$ cat src/rtl/bank_queue.sv
`timescale 1ns/1ns

module bank_queue #(
    parameter int  DEPTH     = 4,
    parameter type payload_t = logic [31:0]
) (
    input  logic     clk,
    input  logic     reset,
    input  logic     push,
    input  payload_t data_in,
    input  logic     pop,
    output payload_t data_out,
    output logic     empty,
    output logic     full
);

    localparam int PTR_BITS = (DEPTH > 1) ? $clog2(DEPTH) : 1;
    localparam int CNT_BITS = $clog2(DEPTH + 1);

    payload_t            slots [DEPTH];
    logic [PTR_BITS-1:0] wr_ptr;
    logic [PTR_BITS-1:0] rd_ptr;
    logic [CNT_BITS-1:0] count;
    logic                do_push;
    logic                do_pop;

    function automatic logic [PTR_BITS-1:0] next_ptr(input logic [PTR_BITS-1:0] ptr);
        return (ptr == PTR_BITS'(DEPTH - 1)) ? '0 : ptr + 1'b1;
    endfunction

    assign do_push  = push && !full;
    assign do_pop   = pop && !empty;
    assign empty    = (count == '0);
    assign full     = (count == CNT_BITS'(DEPTH));
    assign data_out = slots[rd_ptr];

    always_ff @(posedge clk) begin
        if (reset) begin
            wr_ptr <= '0;
            rd_ptr <= '0;
            count  <= '0;
        end else begin
            if (do_push)
                wr_ptr <= next_ptr(wr_ptr);
            if (do_pop)
                rd_ptr <= next_ptr(rd_ptr);
            count <= count + CNT_BITS'(do_push) - CNT_BITS'(do_pop);
        end
    end

    always_ff @(posedge clk) begin
        if (do_push)
            slots[wr_ptr] <= data_in;
    end

    // Producer and consumer must respect full and empty
    assert property (@(posedge clk) disable iff (reset) push |-> !full)
        else $error("bank_queue: push while full");
    assert property (@(posedge clk) disable iff (reset) pop |-> !empty)
        else $error("bank_queue: pop while empty");

endmodule

$ cat config.mk
export PLATFORM = sky130hd
export DESIGN_NAME = bank_queue
export DESIGN_NICKNAME = d
export VERILOG_FILES = /design/src/rtl/bank_queue.sv
export SDC_FILE = /design/constraint.sdc
export NUM_CORES = 1
export LEC_CHECK = 0
export ABC_AREA = 1
export BUFFER_PORTS_ARGS = -buffer_cell sky130_fd_sc_hd__buf_2
export CORE_ASPECT_RATIO = 0.7
export CORE_MARGIN = 2
export CORE_UTILIZATION = 50
export CTS_BUF_LIST = sky130_fd_sc_hd__clkbuf_16
export CTS_CLUSTER_DIAMETER = 40
export DETAILED_ROUTE_END_ITERATION = 8
export GPL_ROUTABILITY_DRIVEN = 0
export HOLD_SLACK_MARGIN = 0.12
export PLACE_DENSITY = 0.67
export SYNTH_ARGS = -nofsm -noshare
export SYNTH_HDL_FRONTEND = slang
export SYNTH_SLANG_ARGS = --single-unit
$ cat constraint.sdc
create_clock -name clk -period 4.3 [get_ports clk]
set_clock_uncertainty 0.2 [all_clocks]
set_input_delay 1.29 -clock clk [delete_from_list [all_inputs] [get_ports clk]]
set_output_delay 1.29 -clock clk [all_outputs]
set_load 0.1 [all_outputs]
Word-level counts from Yosys, hierarchy flattened
Memories as Yosys holds them, arrays and structs flattened. A register that Yosys moved wholly into a read port is not among the register bits.
Cells that the tools add are included.
{"block": "word_totals", "wordCells": 22, "latchBits": 0, "ff_bits": 7, "output_inout_bits": 34, "memories": 1, "ram_bits": 128, "rom_bits": 0}
{"name": "slots", "depth": 4, "word_bits": 32, "rd": 1, "rd_ports_with_merged_regs": 1, "write_ports": 1, "line_no": "20", "text": "payload_t slots [DEPTH];"}
{"block": "classes", "n_mux": 6, "n_shift": 0, "eq_ne": 3, "bitwise": 0, "order_cmp": 0, "div_mod_pow": 0, "addsub": 4, "mul": 0, "reduce_logical": 5}
{"operator": "$mux W2", "n": 4}
{"operator": "$add A2 B1 Y2 const B", "n": 2}
{"operator": "$eq A2 B2 Y1 const B", "n": 2}
{"operator": "$add A3 B1 Y3", "n": 1}
{"operator": "$eq A3 B3 Y1 const B", "n": 1}
{"operator": "$logic_not A3 Y1", "n": 1}
{"operator": "$sub A3 B1 Y3", "n": 1}
{"operator": "$logic_and A1 B1 Y1", "n": 2}
{"operator": "$logic_not A1 Y1", "n": 2}
{"operator": "$mux W1", "n": 2}

Logic depth before layout (Yosys ltp)
{"block": "depth", "depth_word": 5, "mapped_depth": 11}

Worst setup path before layout
OpenSTA, ideal clock, no wires.
{"block": "synth_path", "path_type": "flip-flop to output port", "startpoint": "register (tool-made name)", "endpoint": "output data_out[0] (netlist name)", "slack_ns": 0.645, "required_ns": 2.810, "path_stages_with_launch": 6, "t_arrival_ns": 2.165, "cell_sequence": "dfxtp_1 > buf_6 > inv_8 > buf_6 > o21ai_1 > o22ai_1"}
{"element": "end, declared", "line_no": "12", "text": "output payload_t data_out,"}

==> impl_metrics.csv <==
group,metric,value,unit
outcome,outcome,"finished, final reports clean",
clock_network,hold_buffers,0,
clock_network,tritoncts,"done",
cells_and_area,fill_cells,779,
clock_network,htree_num_levels,4,
timing,report.final.slew_viol_count,0,
global_route,grt_antenna_before_repair,0,
logic_synthesis,synth_area_leaders,"edfxtp_1 (73%), nor2_1 (5.7%), o22ai_1 (3.8%)",
timing,setup_viol,0,
global_route,grt_max_degree,65,
logic_synthesis,synthDistinctLibCells,22,
timing,fin_crit,3.82,ns
die,die_h,89.9,µm
timing,final-hold-violation-count,0,
critical_path,crit_fanout,38,
timing,rsz0062_at_grt,"no",
clock_network,cts_buffer_depth,2,
logic_synthesis,synth.ff_latch_count,137,
min_path,hold_depth,2,
timing,finalCritPeriodShare,88.9,%
critical_path,critical_path_class,"register to output port",
drt,drt_wl_total,10400,µm
critical_path,end_kind,"output port",
min_path,hold_path_class,"register to register",
clock_network,clkLatencyLatePin,0.42,ns
timing,fmax,262,MHz
cells_and_area,diodes,0,
cells_and_area,fin_nets,499,
clock_network,clk_pin_slew,0.06,ns
logic_synthesis,syn_inst,376,
clock_network,cts.sinks,137,
critical_path,required,2.81,ns
critical_path,worstSetupStartpointType,"register",
die,die-area,0.0114,mm²
global_route,grt_pass1_vias,3172,
logic_synthesis,yosys.area.top_type,"edfxtp_1",
placement,dp_hpwl,6160,µm
global_route,grt_pass1_wl,16400,µm
drt,viasPerCell,5.36,
logic_synthesis,synth_top_area_share,72.9,%
drt,ant_nets,0,
cells_and_area,area_growth,21.0,%
timing,worst_pin_slew,0.781,ns
drt,wl_per_cell,17.4,µm
logic_synthesis,syn_area,0.00528,mm²
timing,slew_headroom,47.9,%
logic_synthesis,syn-num-nets,420,
placement,port_buffers,69,
drt,drcViolationCount,0,
clock_network,cts_made_buffers,17,
clock_network,cts_root_buffer,"clkbuf_16",
cells_and_area,final_layout_size_suffix_gt1_share,24.8,%
die,die_x,127,µm
clock_network,cts_resized,0,
drt,dr.pass1.iters,4,
timing,fin_setup_tns,0,ns
drt,vias,3213,
logic_synthesis,synth-warning-count,0,
global_route,overflow,0,
die,placementRows,31,
clock_network,cts_setup_buffers,0,
drt,drt-initial-drc-count,281,
flow_run,drv_cap,0,
die,core-area,0.0103,mm²
die,io_pins,70,
global_route,grt.total_usage,19.2,%
logic_synthesis,syn_area_per_cell,14.0,µm²
die,initial_core_util,51.1,%
critical_path,worstPathArrival,2.33,ns
cells_and_area,final_common_cell,"edfxtp_1",
cells_and_area,most-common-layout-cells,"edfxtp_1 (128), nor2_1 (76), buf_2 (69)",
logic_synthesis,seq_area_frac_synth,76.3,%
critical_path,r2r_cells,10,
## worst max-delay path, stage by stage, from the launching register on
cell,delay (ns)
dfxtp_2,0.83
buf_12,0.26
o21ai_0,0.10
o22ai_1,0.24
buf_2,0.47
## sequential cells by signal, summed over array words and instances (netlist names), named ones only
signal	flops
slots	128
count	3
wr_ptr	2
rd_ptr	2
## per-layer routing
layer  GRT usage [%]  wire length [µm]
met3            5.00               577
met2            28.5              4840
met1            27.2              4910
met5               0                 0
met4            8.06                99
## per-stage QoR
stage | setup slack, ns | hold slack, ns | std cells | area, µm² | utilization [%]
2_1_floorplan | 0.645 | 0.283 | 376 | 5280 | -
3_3_place_gp | 0.932 | 0.318 | 568 | 5750 | 55.7
3_5_place_dp | 0.908 | 0.322 | 568 | 5750 | 55.7
4_1_cts | 0.449 | 0.344 | 600 | 6380 | 61.8
5_1_grt | 0.325 | 0.392 | 600 | 6380 | 61.8
6_report | 0.479 | 0.341 | 600 | 6380 | 61.8
## synth_stat cells
cell type,n
inv_1,16
o22ai_1,32
ha_1,7
or2_2,1
inv_2,1
buf_4,3
clkbuf_1,1
edfxtp_1,128
fa_1,1
nand3_1,1
buf_6,9
dfxtp_1,9
buf_2,6
o21ai_1,28
nor2_1,80
nand2_1,9
nand3b_1,2
xnor2_1,1
nand2_2,1
o21ai_0,36
a21oi_1,3
inv_8,1
## cell type report
type / count / area, µm² / share of cell area, %
Clock buffer: 17 / 425 / 6.67
Clock inverter: 15 / 209 / 3.27
Inverter: 18 / 75.1 / 1.18
Multi-Input combinational cell: 202 / 1050 / 16.4
Sequential cell: 137 / 4030 / 63.1
Tap cell: 132 / 165 / 2.59
Timing Repair Buffer: 79 / 433 / 6.78
## cell families (layout without fill, tap and decap cells)
| logic type | count (synthesis) | count (layout) | share of synthesized area (%) |
|---|---|---|---|
| adder cells (fa/ha/maj) | 8 | 8 | 2.04 |
| XOR/XNOR | 1 | 1 | 0.166 |
| AO/OA/AOI/OAI | 99 | 99 | 10.2 |
| flip-flops | 137 | 137 | 76.3 |
| buffers and inverters | 37 | 129 | 4.41 |
| AND/OR/NAND/NOR | 94 | 94 | 6.95 |
## path summary, 6_finish.rpt
| check | start | to | slack [ns] |
|---|---|---|---|
| max | register | data_out[22] | 0.48 |
| min | rd_ptr[0] | register | 0.34 |
| max reg2reg | count[1] | count[2] | 2.12 |
| min reg2reg | rd_ptr[0] | register | 0.34 |
Power is left out: the tool's default activity adds up to more than one toggle a clock period on the data nets, which glitch-free logic cannot reach.
