$ cat src/rtl/cache_bank_settings.svh
`ifndef CACHE_BANK_SETTINGS_SVH
`define CACHE_BANK_SETTINGS_SVH

// Widths and geometry
`define BANK_ADDR_BITS      32
`define BANK_WORD_BITS      32
`define BANK_LINE_WORDS     4
`define BANK_NUM_LINES      16
`define BANK_TID_BITS       4

// Queue depths
`define BANK_REQQ_DEPTH     4
`define BANK_RSPQ_DEPTH     4
`define BANK_FILLQ_DEPTH    2
`define BANK_WBQ_DEPTH      2
`define BANK_MRVQ_DEPTH     4

// Address split: tag | index | word offset | byte offset
`define BANK_BYTE_OFF_BITS  $clog2(`BANK_WORD_BITS / 8)
`define BANK_WOFF_BITS      $clog2(`BANK_LINE_WORDS)
`define BANK_LINE_OFF_BITS  (`BANK_BYTE_OFF_BITS + `BANK_WOFF_BITS)
`define BANK_INDEX_BITS     $clog2(`BANK_NUM_LINES)
`define BANK_TAG_BITS       (`BANK_ADDR_BITS - `BANK_INDEX_BITS - `BANK_LINE_OFF_BITS)

`endif
$ cat src/rtl/cache_bank_pkg.sv
`include "cache_bank_settings.svh"

package cache_bank_pkg;

    typedef logic [`BANK_ADDR_BITS-1:0] addr_t;
    typedef logic [`BANK_WORD_BITS-1:0] word_t;
    typedef word_t [`BANK_LINE_WORDS-1:0] line_t;
    typedef logic [`BANK_TID_BITS-1:0] tid_t;

    typedef struct packed {
        logic  write;
        addr_t addr;
        word_t data;
        tid_t  tid;
    } core_req_t;

    typedef struct packed {
        tid_t  tid;
        word_t data;
        addr_t addr;
    } core_rsp_t;

    // Fill responses and writebacks
    typedef struct packed {
        addr_t addr;
        line_t line;
    } line_msg_t;

    // Parked misses replay as ordinary requests
    typedef core_req_t miss_entry_t;

endpackage

$ cat src/rtl/bank_miss_resrv.sv
`timescale 1ns/1ns
`include "cache_bank_settings.svh"

module bank_miss_resrv (
    input  logic                        clk,
    input  logic                        reset,
    input  logic                        add,
    input  cache_bank_pkg::miss_entry_t add_entry,
    input  logic                        fill_valid,
    input  cache_bank_pkg::addr_t       fill_addr,
    input  logic                        pop,
    output logic                        add_line_pending,
    output logic                        head_ready,
    output cache_bank_pkg::miss_entry_t head_entry,
    output logic                        full,
    output logic                        stop
);
    import cache_bank_pkg::*;

    localparam int DEPTH     = `BANK_MRVQ_DEPTH;
    localparam int PTR_BITS  = (DEPTH > 1) ? $clog2(DEPTH) : 1;
    localparam int CNT_BITS  = $clog2(DEPTH + 1);
    localparam int LINE_BITS = `BANK_ADDR_BITS - `BANK_LINE_OFF_BITS;

    miss_entry_t         entries [DEPTH];
    logic [DEPTH-1:0]    entry_valid;
    logic [DEPTH-1:0]    entry_ready;
    logic [PTR_BITS-1:0] head;
    logic [PTR_BITS-1:0] tail;
    logic [CNT_BITS-1:0] count;
    logic                any_ready;

    function automatic logic [LINE_BITS-1:0] line_of(input addr_t addr);
        return addr[`BANK_ADDR_BITS-1:`BANK_LINE_OFF_BITS];
    endfunction

    function automatic logic [PTR_BITS-1:0] next_ptr(input logic [PTR_BITS-1:0] ptr);
        return (ptr == PTR_BITS'(DEPTH - 1)) ? '0 : ptr + 1'b1;
    endfunction

    // A waiting entry of the same line means its fill is already requested
    always_comb begin
        add_line_pending = 1'b0;
        for (int i = 0; i < DEPTH; i++) begin
            if (entry_valid[i] && !entry_ready[i] &&
                (line_of(entries[i].addr) == line_of(add_entry.addr)))
                add_line_pending = 1'b1;
        end
    end

    assign any_ready  = |(entry_valid & entry_ready);
    assign head_ready = entry_valid[head] && entry_ready[head];
    assign head_entry = entries[head];
    assign full       = (count == CNT_BITS'(DEPTH));
    // Keep room for the two staged requests and the one issuing;
    // woken entries behind the head also hold off new core traffic
    assign stop       = (count >= CNT_BITS'(DEPTH - 2)) || any_ready;

    always_ff @(posedge clk) begin
        if (reset) begin
            entry_valid <= '0;
            entry_ready <= '0;
            head        <= '0;
            tail        <= '0;
            count       <= '0;
        end else begin
            for (int i = 0; i < DEPTH; i++) begin
                if (fill_valid && entry_valid[i] &&
                    (line_of(entries[i].addr) == line_of(fill_addr)))
                    entry_ready[i] <= 1'b1;
            end
            if (pop) begin
                entry_valid[head] <= 1'b0;
                entry_ready[head] <= 1'b0;
                head              <= next_ptr(head);
            end
            if (add) begin
                entry_valid[tail] <= 1'b1;
                entry_ready[tail] <= 1'b0;
                tail              <= next_ptr(tail);
            end
            count <= count + CNT_BITS'(add) - CNT_BITS'(pop);
        end
    end

    always_ff @(posedge clk) begin
        if (add)
            entries[tail] <= add_entry;
    end

    assert property (@(posedge clk) disable iff (reset) add |-> !full)
        else $error("bank_miss_resrv: add while full");

endmodule

$ cat config.mk
export PLATFORM = sky130hd
export DESIGN_NAME = bank_miss_resrv
export DESIGN_NICKNAME = d
export VERILOG_FILES = /design/src/rtl/cache_bank_pkg.sv /design/src/rtl/bank_miss_resrv.sv
export VERILOG_INCLUDE_DIRS = /design/src /design/src/rtl
export SDC_FILE = /design/constraint.sdc
export NUM_CORES = 1
export LEC_CHECK = 0
export ABC_AREA = 1
export BUFFER_PORTS_ARGS = -buffer_cell sky130_fd_sc_hd__buf_2
export CAP_MARGIN = 5
export CORE_MARGIN = 5
export CORE_UTILIZATION = 40
export DETAILED_ROUTE_END_ITERATION = 16
export SLEW_MARGIN = 20
export SYNTH_ARGS = -nofsm -noshare
export SYNTH_HDL_FRONTEND = slang
export SYNTH_SLANG_ARGS = --single-unit
$ cat constraint.sdc
create_clock -name clk -period 2.7 [get_ports clk]
set_clock_uncertainty 0.05 [all_clocks]
set_input_delay 0.405 -clock clk [delete_from_list [all_inputs] [get_ports clk]]
set_output_delay 0.405 -clock clk [all_outputs]
set_load 0.1 [all_outputs]
* Word-level counts from Yosys, hierarchy flattened
Memory sizes are Yosys's and may differ from the RTL's. A register that Yosys moved wholly into a read port is not among the register bits. Cells that the tools add are included.
Cells by class: eq/ne operators 11, bitwise gates (word level) 7, order comparisons 5, add/sub/neg operators 4, mux-type cells 32, reductions and logical operators 25
Operator list (number):
- == test 28 bit | 8
- two-way mux 4 bit | 6
- logical AND 1 bit | 19
- two-way mux 1 bit | 18
- AND 4 bit | 4
- two-way mux 2 bit | 4
- inverter 4 bit | 2
- < comparator 2 x 3 -> 1 bit, second input constant | 2
- adder 2 x 1 -> 2 bit, second input constant | 2
- binary-select mux 1 bit (select 2 bit) | 2
- demux 1 bit (select 2 bit) | 2
- == test 2 bit, second input constant | 2
- >= comparator 2 x 1 -> 1 bit, second input constant | 2
- logical NOT 1 bit | 4
- bitwise OR 4 bit | 1
- OR reduction 4 bit | 1
- adder 3 x 1 -> 3 bit | 1
- == test 3 bit, second input constant | 1
- >= comparator 3 x 2 -> 1 bit, second input constant | 1
- subtractor 3 x 1 -> 3 bit | 1
- logical OR 1 bit | 1
Storage, ports and cells: word-level logic and storage cells 90, memory bits (writable) 276, input bits 106, register bits after elaboration 15, memories 1
Memories:
- entries | depth 4, bits a word 69, read ports 5, clocked after memory_dff 1, write ports 1, RTL line bank_miss_resrv.sv:25 | miss_entry_t entries [DEPTH];

* Logic depth before layout (Yosys ltp)
Gate-level depths: netlist (run 1).
depth in word-level cells 10, mapped depth 11

* Worst setup path after synthesis (run 1)
Ideal clock, no wire load.
path kind reg2out, from register count[1], to output port full, required time 2.245 ns, cell stages (with the launch flop) 2, path slack -0.162 ns, arrival 2.407 ns, cell sequence dfxtp_1 -> nor3_1
On the way: longest elaborated chain between the ends 1
RTL lines:
- start: declaration | RTL line bank_miss_resrv.sv:30 | logic [CNT_BITS-1:0] count;
- start signal: assignment | RTL line bank_miss_resrv.sv:82 | count <= count + CNT_BITS'(add) - CNT_BITS'(pop);
- == test 3 bit | RTL line bank_miss_resrv.sv:54 | assign full = (count == CNT_BITS'(DEPTH));
- end: declaration | RTL line bank_miss_resrv.sv:15 | output logic full,
No other way between the ends.

==> results of run 1 <==
==> per-layer routing <==
layer  track usage (%)  vias up  part of all wire, %
li1                  -     5833                    -
met2              36.4      388                   47
met4              6.91       12                  3.3
met1              28.7     5656                   42
met3              5.33      100                  7.4
met5                 0        -                 0.17
==> logic make-up (layout without fill, tap and decap cells) <==
family | count (synthesis) | in the layout
other cells | 0 | 2
buf+inv | 238 | 443
fa+ha+maj | 12 | 12
compound gates | 316 | 316
simple gates | 746 | 746
xor+xnor | 47 | 47
flops | 293 | 293
==> per-stage QoR <==
stage / hold slack [ps] / utilization (%)
final: 37.3 / 50.3
after global routing: 19.9 / 50.2
after CTS: 16.9 / 49.9
after detailed placement: 409 / 46.7
after global placement: 406 / 46.7
after floorplan: 390 / -
==> area by class of cell <==
class	count	area, um2	area share, %
sequential	293	8630	47.3
antenna	2	5.00	0.0274
tap	468	586	3.21
clock inverter	18	270	1.48
clock buffer	43	895	4.90
inverter	185	702	3.84
multi-input combinational	1121	5470	30.0
timing repair buffer	197	1700	9.33
==> critical path, cell delays in order, from the launching register on <==
cell and delay [ps]:
edfxtp_1 460, inv_1 100, o21ai_0 320, nor2_1 70, nand2_1 110, nor2_1 50
nand2_1 70, nor2_1 40, nor2_1 140, nand2_2 110, buf_12 180
==> worst paths after layout <==
check / endpoint / cells after the start / slack [ps] / start
max reg2reg: entries[0][23]$_DFFE_PP_ / 5 / 590 / tail[0]$_SDFFE_PP0P_
min: entries[1][1]$_DFFE_PP_ / 1 / 40 / add_entry[1]
max: add_line_pending / 10 / 60 / entries[2][53]$_DFFE_PP_
min reg2reg: entry_ready[1]$_SDFF_PP0_ / 2 / 430 / entry_ready[1]$_SDFF_PP0_
==> power by group through the flow <==
| stage | Clock, mW | Sequential, mW | Combinational, mW |
|---|---|---|---|
| after CTS | 4.91 | 5.33 | 3.22 |
| after detailed placement | 0 | 5.42 | 3.21 |
| final | 4.82 | 5.33 | 3.25 |
| after global placement | 0 | 5.42 | 3.18 |
| after floorplan | 0 | 5.40 | 2.26 |
| after global routing | 5.12 | 5.35 | 3.43 |
==> layout by cell type (no fill, tap or decap), types with 6 or more instances in the layout <==
cell type,netlist,layout
bufinv_16,0,6
buf_4,3,14
a21oi_2,0,24
ha_1,11,11
nand3_1,19,19
buf_2,26,108
o21ai_1,10,11
clkinv_1,2,7
clkbuf_4,0,34
xor2_1,10,10
edfxtp_1,276,276
clkbuf_1,22,8
nor2_1,228,224
o21ai_0,165,164
nand2_1,485,483
a21oi_1,88,64
inv_1,156,152
o22ai_2,0,44
xnor2_1,37,36
clkinv_2,0,6
o211ai_1,6,6
clkbuf_16,0,34
nand4_1,8,8
buf_12,0,39
inv_2,27,26
dfxtp_1,17,15
==> registers in the layout, summed over array words and instances (netlist names), named ones only <==
register     count
tail             2
head             2
entries        276
count            3
entry_valid      4
entry_ready      4
==> what timing repair did <==
action,4_1_cts,5_1_grt
setup endpoints to repair,19,35
pin swaps,0,2
gates cloned,0,0
resized for setup,8,43
==> results.yml, run 1 <==
synthesis:
  synth_top_area_cell: "edfxtp_1"
  syn_nets: 1770
  synth_warnings: 0
  synth_top_area_share_pct: 56.6
  synth_mux_area_share_pct: 0
  yosys.cell_types.count: 26
  synth_ff_type: "edfxtp_1"
  seq_area_frac_synth_pct: 58.9
  ys_ff_latch: 293
  yosys.area_share.adder_pct: 1.08
  post-synth-top-count-cell: "nand2_1"
  synth_compound_area_share_pct: 11.3
  synth_edf_count: 276
  synth_commonest_cells: "485 x nand2_1, 276 x edfxtp_1, 228 x nor2_1"
  synthTopCellsByArea: "edfxtp_1 57%, nand2_1 12%, nor2_1 5.8%"
  synth-xor-area-share_pct: 2.81
  netlist_area_um2: 14600
  yosys.area_share.simple_pct: 19.5
  synth_top_family_by_area: "simple AND/OR/NAND/NOR gates"
  syn_avg_cell_area_um2: 8.87
  syn-instance-count: 1652
  async_flop_share_pct: 0
global_routing:
  grt_max_degree: 76
  grt_pass1_wl_mm: 68.6
  antenna_found_initial: 8
  grt_pass1_vias: 11400
  track_usage_pct: 22.0
  overflow: 0
detailed_routing:
  drtIter0Drc: 915
  drtPass1Iterations: 8
  drc_errors: 0
  drt_wl_total_mm: 45.9
  via_per_inst: 5.15
  ant_nets: 0
  wl_per_cell_um: 19.7
  vias: 12000
die:
  rows: 70
  io_pins: 179
  die-area_um2: 40500
  dieWidth_um: 201
  die_h_um: 201
  core-area_um2: 36300
  initial_core_util_pct: 40.3
place:
  placed_area_um2: 17000
  io_buffers: 174
  post-place-ws_ps: 453
  dp.cells: 2264
  dp_hpwl_mm: 33.2
  gp_congestion: 1.01
power:
  clock_power_share_pct: 36.0
  design_power_total_mw: 13.4
  intPower_mw: 9.00
  ir_worst_vdd_mv: 0.785
  power.share.combinational_pct: 24.2
  seqPwrFrac_pct: 39.8
  p_leak_nw: 7.60
  p_per_area_nw_per_um2: 733
  p_sw_mw: 4.39
  switching_share_pct: 32.8
critical_path:
  crit_type: "reg -> out"
  arrival_ps: 2180
  start_kind: "flop"
  worstPathMaxFanout: 4
  critical_path_required_ps: 2250
  end_kind: "primary output"
cts:
  postCtsHoldBufs: 0
  clockRootBuffer: "clkbuf_16"
  clkLatencyLatePin_ps: 530
  numCtsBuffers: 34
  clock-sinks: 293
  htreeDepth: 2
  path_clk_slew_ps: 60
  cts_buffer_depth: 3
  post_cts_buffers: 0
  cts_tree: "done"
layout:
  fillCellCount: 3372
  final_cells: 2327
  finalNetCount: 1950
  final_area_um2: 18300
  syn2layout_area_growth_pct: 24.7
  drive_above_1_share_pct: 19.2
timing:
  finalCritPeriodShare_pct: 97.8
  postLayoutSetupSlackWorst_ps: 60.5
  max_clock_freq_ghz: 0.379
  fin_crit_ps: 2640
  relSlewSlack_pct: 58.7
  tightest_slew_ps: 620
  rsz0062_at_grt: "yes"
  setup_tns_ps: 0
  slew_viol_final: 0
  finalSetupViolCount: 0
  hold_viol_final: 0
worst_hold_path:
  min_path_type: "in -> reg"
run:
  maxCapViolCount: 0
status:
  status: "complete, no violations"
(Power assumes the default switching activity.)
==> run 2: changes to the inputs <==
--- a/config.mk
+++ b/config.mk
@@ -9,9 +9,12 @@
 export ABC_AREA = 1
 export BUFFER_PORTS_ARGS = -buffer_cell sky130_fd_sc_hd__buf_2
 export CAP_MARGIN = 5
+export CELL_PAD_IN_SITES_DETAIL_PLACEMENT = 1
+export CELL_PAD_IN_SITES_GLOBAL_PLACEMENT = 2
 export CORE_MARGIN = 5
-export CORE_UTILIZATION = 40
+export CORE_UTILIZATION = 30
 export DETAILED_ROUTE_END_ITERATION = 16
+export PLACE_DENSITY_LB_ADDON = 0.1
 export SLEW_MARGIN = 20
 export SYNTH_ARGS = -nofsm -noshare
 export SYNTH_HDL_FRONTEND = slang
==> run 2 against run 1 <==
  * Clock power fell by 3%
  * Combinational power rose by 14%
  * Global-route usage is 1.2 points lower
  * First-iteration DRC count is 34% lower
  * Utilization fell by 10 points
  * Critical path depth up 1
  * Die area increased by 32%
  * Non-clock buffer count is 58 higher
  * Sequential share of layout area decreased by 3.1 points
  * Routed wire length is 22% higher
==> results.yml, run 2 (synthesis results as in run 1) <==
critical_path:
  start_kind: "flop"
  arrival_ps: 2150
  critical_path_required_ps: 2250
  crit_chain: "inv_1, nand2_1, nand2_1, nor2_1, nand2_1, nor2_2, nand2_1, nor2_1, nor2_1, nand2_2, buf_12"
  cp_common_cell: "nand2_1"
  worstPathMaxFanout: 4
  end_kind: "primary output"
  crit_type: "reg -> out"
  critPathMaxStageDelay_ps: 430
  cp_slowest_cell: "edfxtp_1"
die:
  dieWidth_um: 231
  die_h_um: 231
  initial_core_util_pct: 30.1
  core-area_um2: 48600
  rows: 81
  die-area_um2: 53300
  io_pins: 179
timing:
  rsz0062_at_grt: "yes"
  postLayoutSetupSlackWorst_ps: 90.2
  tightest_slew_ps: 495
  fin_crit_ps: 2610
  hold_viol_final: 0
  finalSetupViolCount: 0
  setup_tns_ps: 0
  whs_ps: 35.8
  relSlewSlack_pct: 66.9
  slew_viol_final: 0
  finalCritPeriodShare_pct: 96.7
  max_clock_freq_ghz: 0.383
power:
  design_power_total_mw: 13.7
  ir_worst_vdd_mv: 0.514
  p_leak_nw: 8.06
  p_per_area_nw_per_um2: 701
detailed_routing:
  vias: 12200
  ant_nets: 0
  drc_errors: 0
  drt_wl_total_mm: 56.1
  met3_length_mm: 2.83
  wl_met1_mm: 24.4
  drtPass1Iterations: 5
  drtIter0Drc: 604
  via_per_inst: 4.80
  highest-signal-layer: "met5"
  wl_per_cell_um: 22.0
  routed-wl-met2_mm: 27.4
cts:
  htreeDepth: 2
  clock-sinks: 293
  clkLatencyLatePin_ps: 560
  cts_buffer_depth: 3
  cts_tree: "done"
  clockRootBuffer: "clkbuf_16"
  numCtsBuffers: 37
  path_clk_slew_ps: 50
global_routing:
  grt_pass1_vias: 13000
  grt_pass1_wl_mm: 82.7
  grt_max_degree: 75
  overflow: 0
  antenna_found_initial: 7
  track_usage_pct: 20.8
layout:
  syn2layout_area_growth_pct: 33.6
  drive_above_1_share_pct: 20.7
  final_util_pct: 40.2
  final_cells: 2543
  fillCellCount: 5562
  final_cell_mix: "474 x nand2_1, 276 x edfxtp_1, 218 x nor2_1"
  finalNetCount: 2011
  reg_top3: "entries: 276 flops, entry_ready: 4 flops, entry_valid: 4 flops"
  layout_commonest_cell: "nand2_1"
  final_area_um2: 19600
  largest_reg_flops: 276
  regMostFlops: "entries"
place:
  dp.cells: 2427
  dp_hpwl_mm: 40.6
  gp_congestion: 0.894
  post-place-ws_ps: 290
  placed_area_um2: 17900
  io_buffers: 174
run:
  maxCapViolCount: 0
worst_hold_path:
  min_path_type: "in -> reg"
status:
  status: "complete, no violations"
## run 2: cell count changes in the layout (fill, tap and decap cells not counted), moves of 6 or more
cell,change
nand2_2,+9
buf_4,+15
nand2_1,-9
clkbuf_4,-34
nor2_1,-6
buf_12,+46
dlygate4sd3_1,+35
## run 2: cell type report
type                       instances  area (um2)  share of cell area, %
inverter                         185         702                   3.59
sequential                       293        8630                   44.1
antenna                            2        5.00                 0.0256
clock inverter                    18         130                  0.665
clock buffer                      47         985                   5.03
tap                              622         778                   3.98
multi-input combinational       1121        5520                   28.2
timing repair buffer             255        2810                   14.4
## run 2: final timing paths
check	from	to	slack [ps]	cells past startpoint
worst max-delay path	entries[3][48]$_DFFE_PP_	add_line_pending	90	11
worst min-delay path	add_entry[27]	entries[0][27]$_DFFE_PP_	40	1
worst max register to register	tail[0]$_SDFFE_PP0P_	entries[0][10]$_DFFE_PP_	800	5
worst min register to register	entry_ready[1]$_SDFF_PP0_	entry_ready[1]$_SDFF_PP0_	440	2
## run 2: what timing repair did
action	in CTS	in global routing
endpoints found under the hold margin	132	0
hold buffers	35	0
gates resized for setup	14	22
setup endpoints to repair	1	3
setup buffers	6	8
pin swaps	1	11
## run 2: routing by layer
metal / track usage, % / vias up
li1: - / 5948
met1: 26.2 / 5966
met2: 35.8 / 212
met3: 4.76 / 76
met4: 5.78 / 10
met5: 0 / -
## run 2: worst max-delay path, delay by kind of cell, from the launching register on
family	cells	cell delay (ps)
AND/OR/NAND/NOR	9	930
buffers and inverters	2	240
flip-flops	1	430
## run 2: power breakdown
| part | switching (mW) | internal [mW] | total [mW] |
|---|---|---|---|
| Clock | 1.98 | 2.68 | 4.66 |
| Combinational | 2.55 | 1.16 | 3.72 |
| Sequential | 0.120 | 5.21 | 5.33 |
==> run 3: changes to the inputs <==
--- a/config.mk
+++ b/config.mk
@@ -15,6 +15,7 @@
 export CORE_UTILIZATION = 30
 export DETAILED_ROUTE_END_ITERATION = 16
 export PLACE_DENSITY_LB_ADDON = 0.1
+export SETUP_SLACK_MARGIN = 0.4
 export SLEW_MARGIN = 20
 export SYNTH_ARGS = -nofsm -noshare
 export SYNTH_HDL_FRONTEND = slang
==> run 3 against run 2 <==
  * Worst hold slack worse by 13 ps
  * Clock power is 2% higher
  * Flip-flop and latch count stayed put
  * Sequential power is 0.8% higher
  * Highest routed layer unchanged
==> results.yml, run 3 (synthesis results as in run 1) <==
layout:
  final_area_um2: 22800
  drive_above_1_share_pct: 34.0
  syn2layout_area_growth_pct: 56.0
  largest_reg_flops: 276
  finalNetCount: 2111
  final_cell_mix: "469 x nand2_1, 276 x edfxtp_1, 162 x nor2_1"
  layout_commonest_cell: "nand2_1"
  regMostFlops: "entries"
  reg_top3: "entries: 276 flops, entry_ready: 4 flops, entry_valid: 4 flops"
timing:
  rsz0062_at_grt: "yes"
  finalCritPeriodShare_pct: 96.6
  tightest_slew_ps: 551
  slew_viol_final: 0
  finalSetupViolCount: 0
  fin_crit_ps: 2610
  max_clock_freq_ghz: 0.383
  hold_viol_final: 0
  relSlewSlack_pct: 63.3
  setup_tns_ps: 0
cts:
  cts_buffer_depth: 3
  cts_tree: "done"
  clock-sinks: 293
  clkLatencyLatePin_ps: 550
  path_clk_slew_ps: 60
  htreeDepth: 2
  clockRootBuffer: "clkbuf_16"
  numCtsBuffers: 36
critical_path:
  critical_path_required_ps: 2250
  cp_slowest_cell: "edfxtp_1"
  crit_type: "reg -> out"
  critPathMaxStageDelay_ps: 420
  cp_common_cell: "nand2_1"
  timing.rr.start: "tail[0]$_SDFFE_PP0P_"
  crit_chain: "nand2_1, nand2_1, nor2_2, nand2_1, nor2_2, nand2_1, nor2_1, nor2_1, nand2_2, buf_12"
  end_kind: "primary output"
  start_kind: "flop"
  arrival_ps: 2150
  cp-startpoint: "entries[0][64]$_DFFE_PP_"
  worstPathMaxFanout: 4
die:
  dieWidth_um: 231
  die_h_um: 231
  io_pins: 179
  core-area_um2: 48600
  die-area_um2: 53300
  rows: 81
  initial_core_util_pct: 30.1
place:
  placed_area_um2: 17800
  gp_congestion: 0.870
  dp_hpwl_mm: 40.0
  io_buffers: 174
global_routing:
  grt_pass1_vias: 13700
  track_usage_pct: 23.8
  grt_max_degree: 70
  antenna_found_initial: 9
  grt_pass1_wl_mm: 93.1
  overflow: 0
detailed_routing:
  wl_per_cell_um: 24.8
  drtIter0Drc: 762
  ant_nets: 0
  via_per_inst: 4.91
  vias: 13000
  drtPass1Iterations: 5
  drt_wl_total_mm: 65.7
  drc_errors: 0
run:
  maxCapViolCount: 0
status:
  status: "complete, no violations"
worst_hold_path:
  min_from: "add_entry[29]"
  min_path_type: "in -> reg"
power:
  ir_worst_vdd_mv: 0.577
  p_leak_nw: 9.17
  p_per_area_nw_per_um2: 648
==> run 3: cell count changes in the layout (fill, tap and decap cells not counted), sizes merged <==
cell         delta
buf           +102
clkbuf          +3
clkinvlp        +6
clkinv          -7
bufinv          +1
dlygate4sd3    -10
inv             +1
bufbuf          +3
diode           +1
==> run 3: cell type report <==
cell class / count / area [um2]
clock buffers: 45 / 956
repair inverters: 1 / 16.3
flip-flops and latches: 293 / 8640
clock inverters: 18 / 166
diodes: 3 / 7.51
fillers: 5281 / 25800
inverters: 185 / 732
repair buffers: 355 / 4710
multi-input cells: 1121 / 6830
well taps: 622 / 778
==> run 3: final timing paths <==
check / slack [ps] / end / depth (start not counted)
max: 90 / add_line_pending / 10
max reg2reg: 670 / entries[0][34]$_DFFE_PP_ / 5
min: 20 / entries[2][29]$_DFFE_PP_ / 1
min reg2reg: 440 / entry_valid[3]$_SDFF_PP0_ / 2
==> run 3: power breakdown <==
group          leakage (nW)  internal [mW]  switching (mW)  total (mW)
sequential             2.68           5.21           0.158        5.37
combinational          5.95           1.74            2.96        4.71
clock                 0.544           2.72            2.00        4.73
==> run 3: through the flow <==
stage                     hold slack, ps  power, mW  setup slack (ps)  utilization [%]  instances
after CTS                          0.149       14.7               107             45.0       2603
final                               22.8       14.8              92.4             47.0       2643
after global routing                11.6       15.3             -6.84             46.9       2641
after floorplan                      390       7.65               500                -       1652
after global placement               405       9.08               304             36.6       2416
after detailed placement             413       9.11               294             36.6       2416
==> run 3: repair_timing <==
item	CTS	global route
pin swaps	105	57
setup endpoints to repair	71	72
gates resized for setup	380	154
hold buffers	25	0
setup buffers	68	32
cloned	31	5
endpoints found under the hold margin	98	0
==> run 3: layer usage <==
| metal | track usage, % | wire length, um | vias up |
|---|---|---|---|
| met3 | 4.93 | 3090 | 96 |
| met1 | 29.6 | 27400 | 6420 |
| met4 | 8.08 | 1960 | 12 |
| li1 | - | - | 6187 |
| met2 | 41.4 | 33200 | 272 |
| met5 | 0 | 72 | - |
==> run 3: worst max-delay path: cells and delay by family (launching register included) <==
family        cells  cell delay (ps)
simple gates      9              990
buf+inv           1              180
flops             1              420
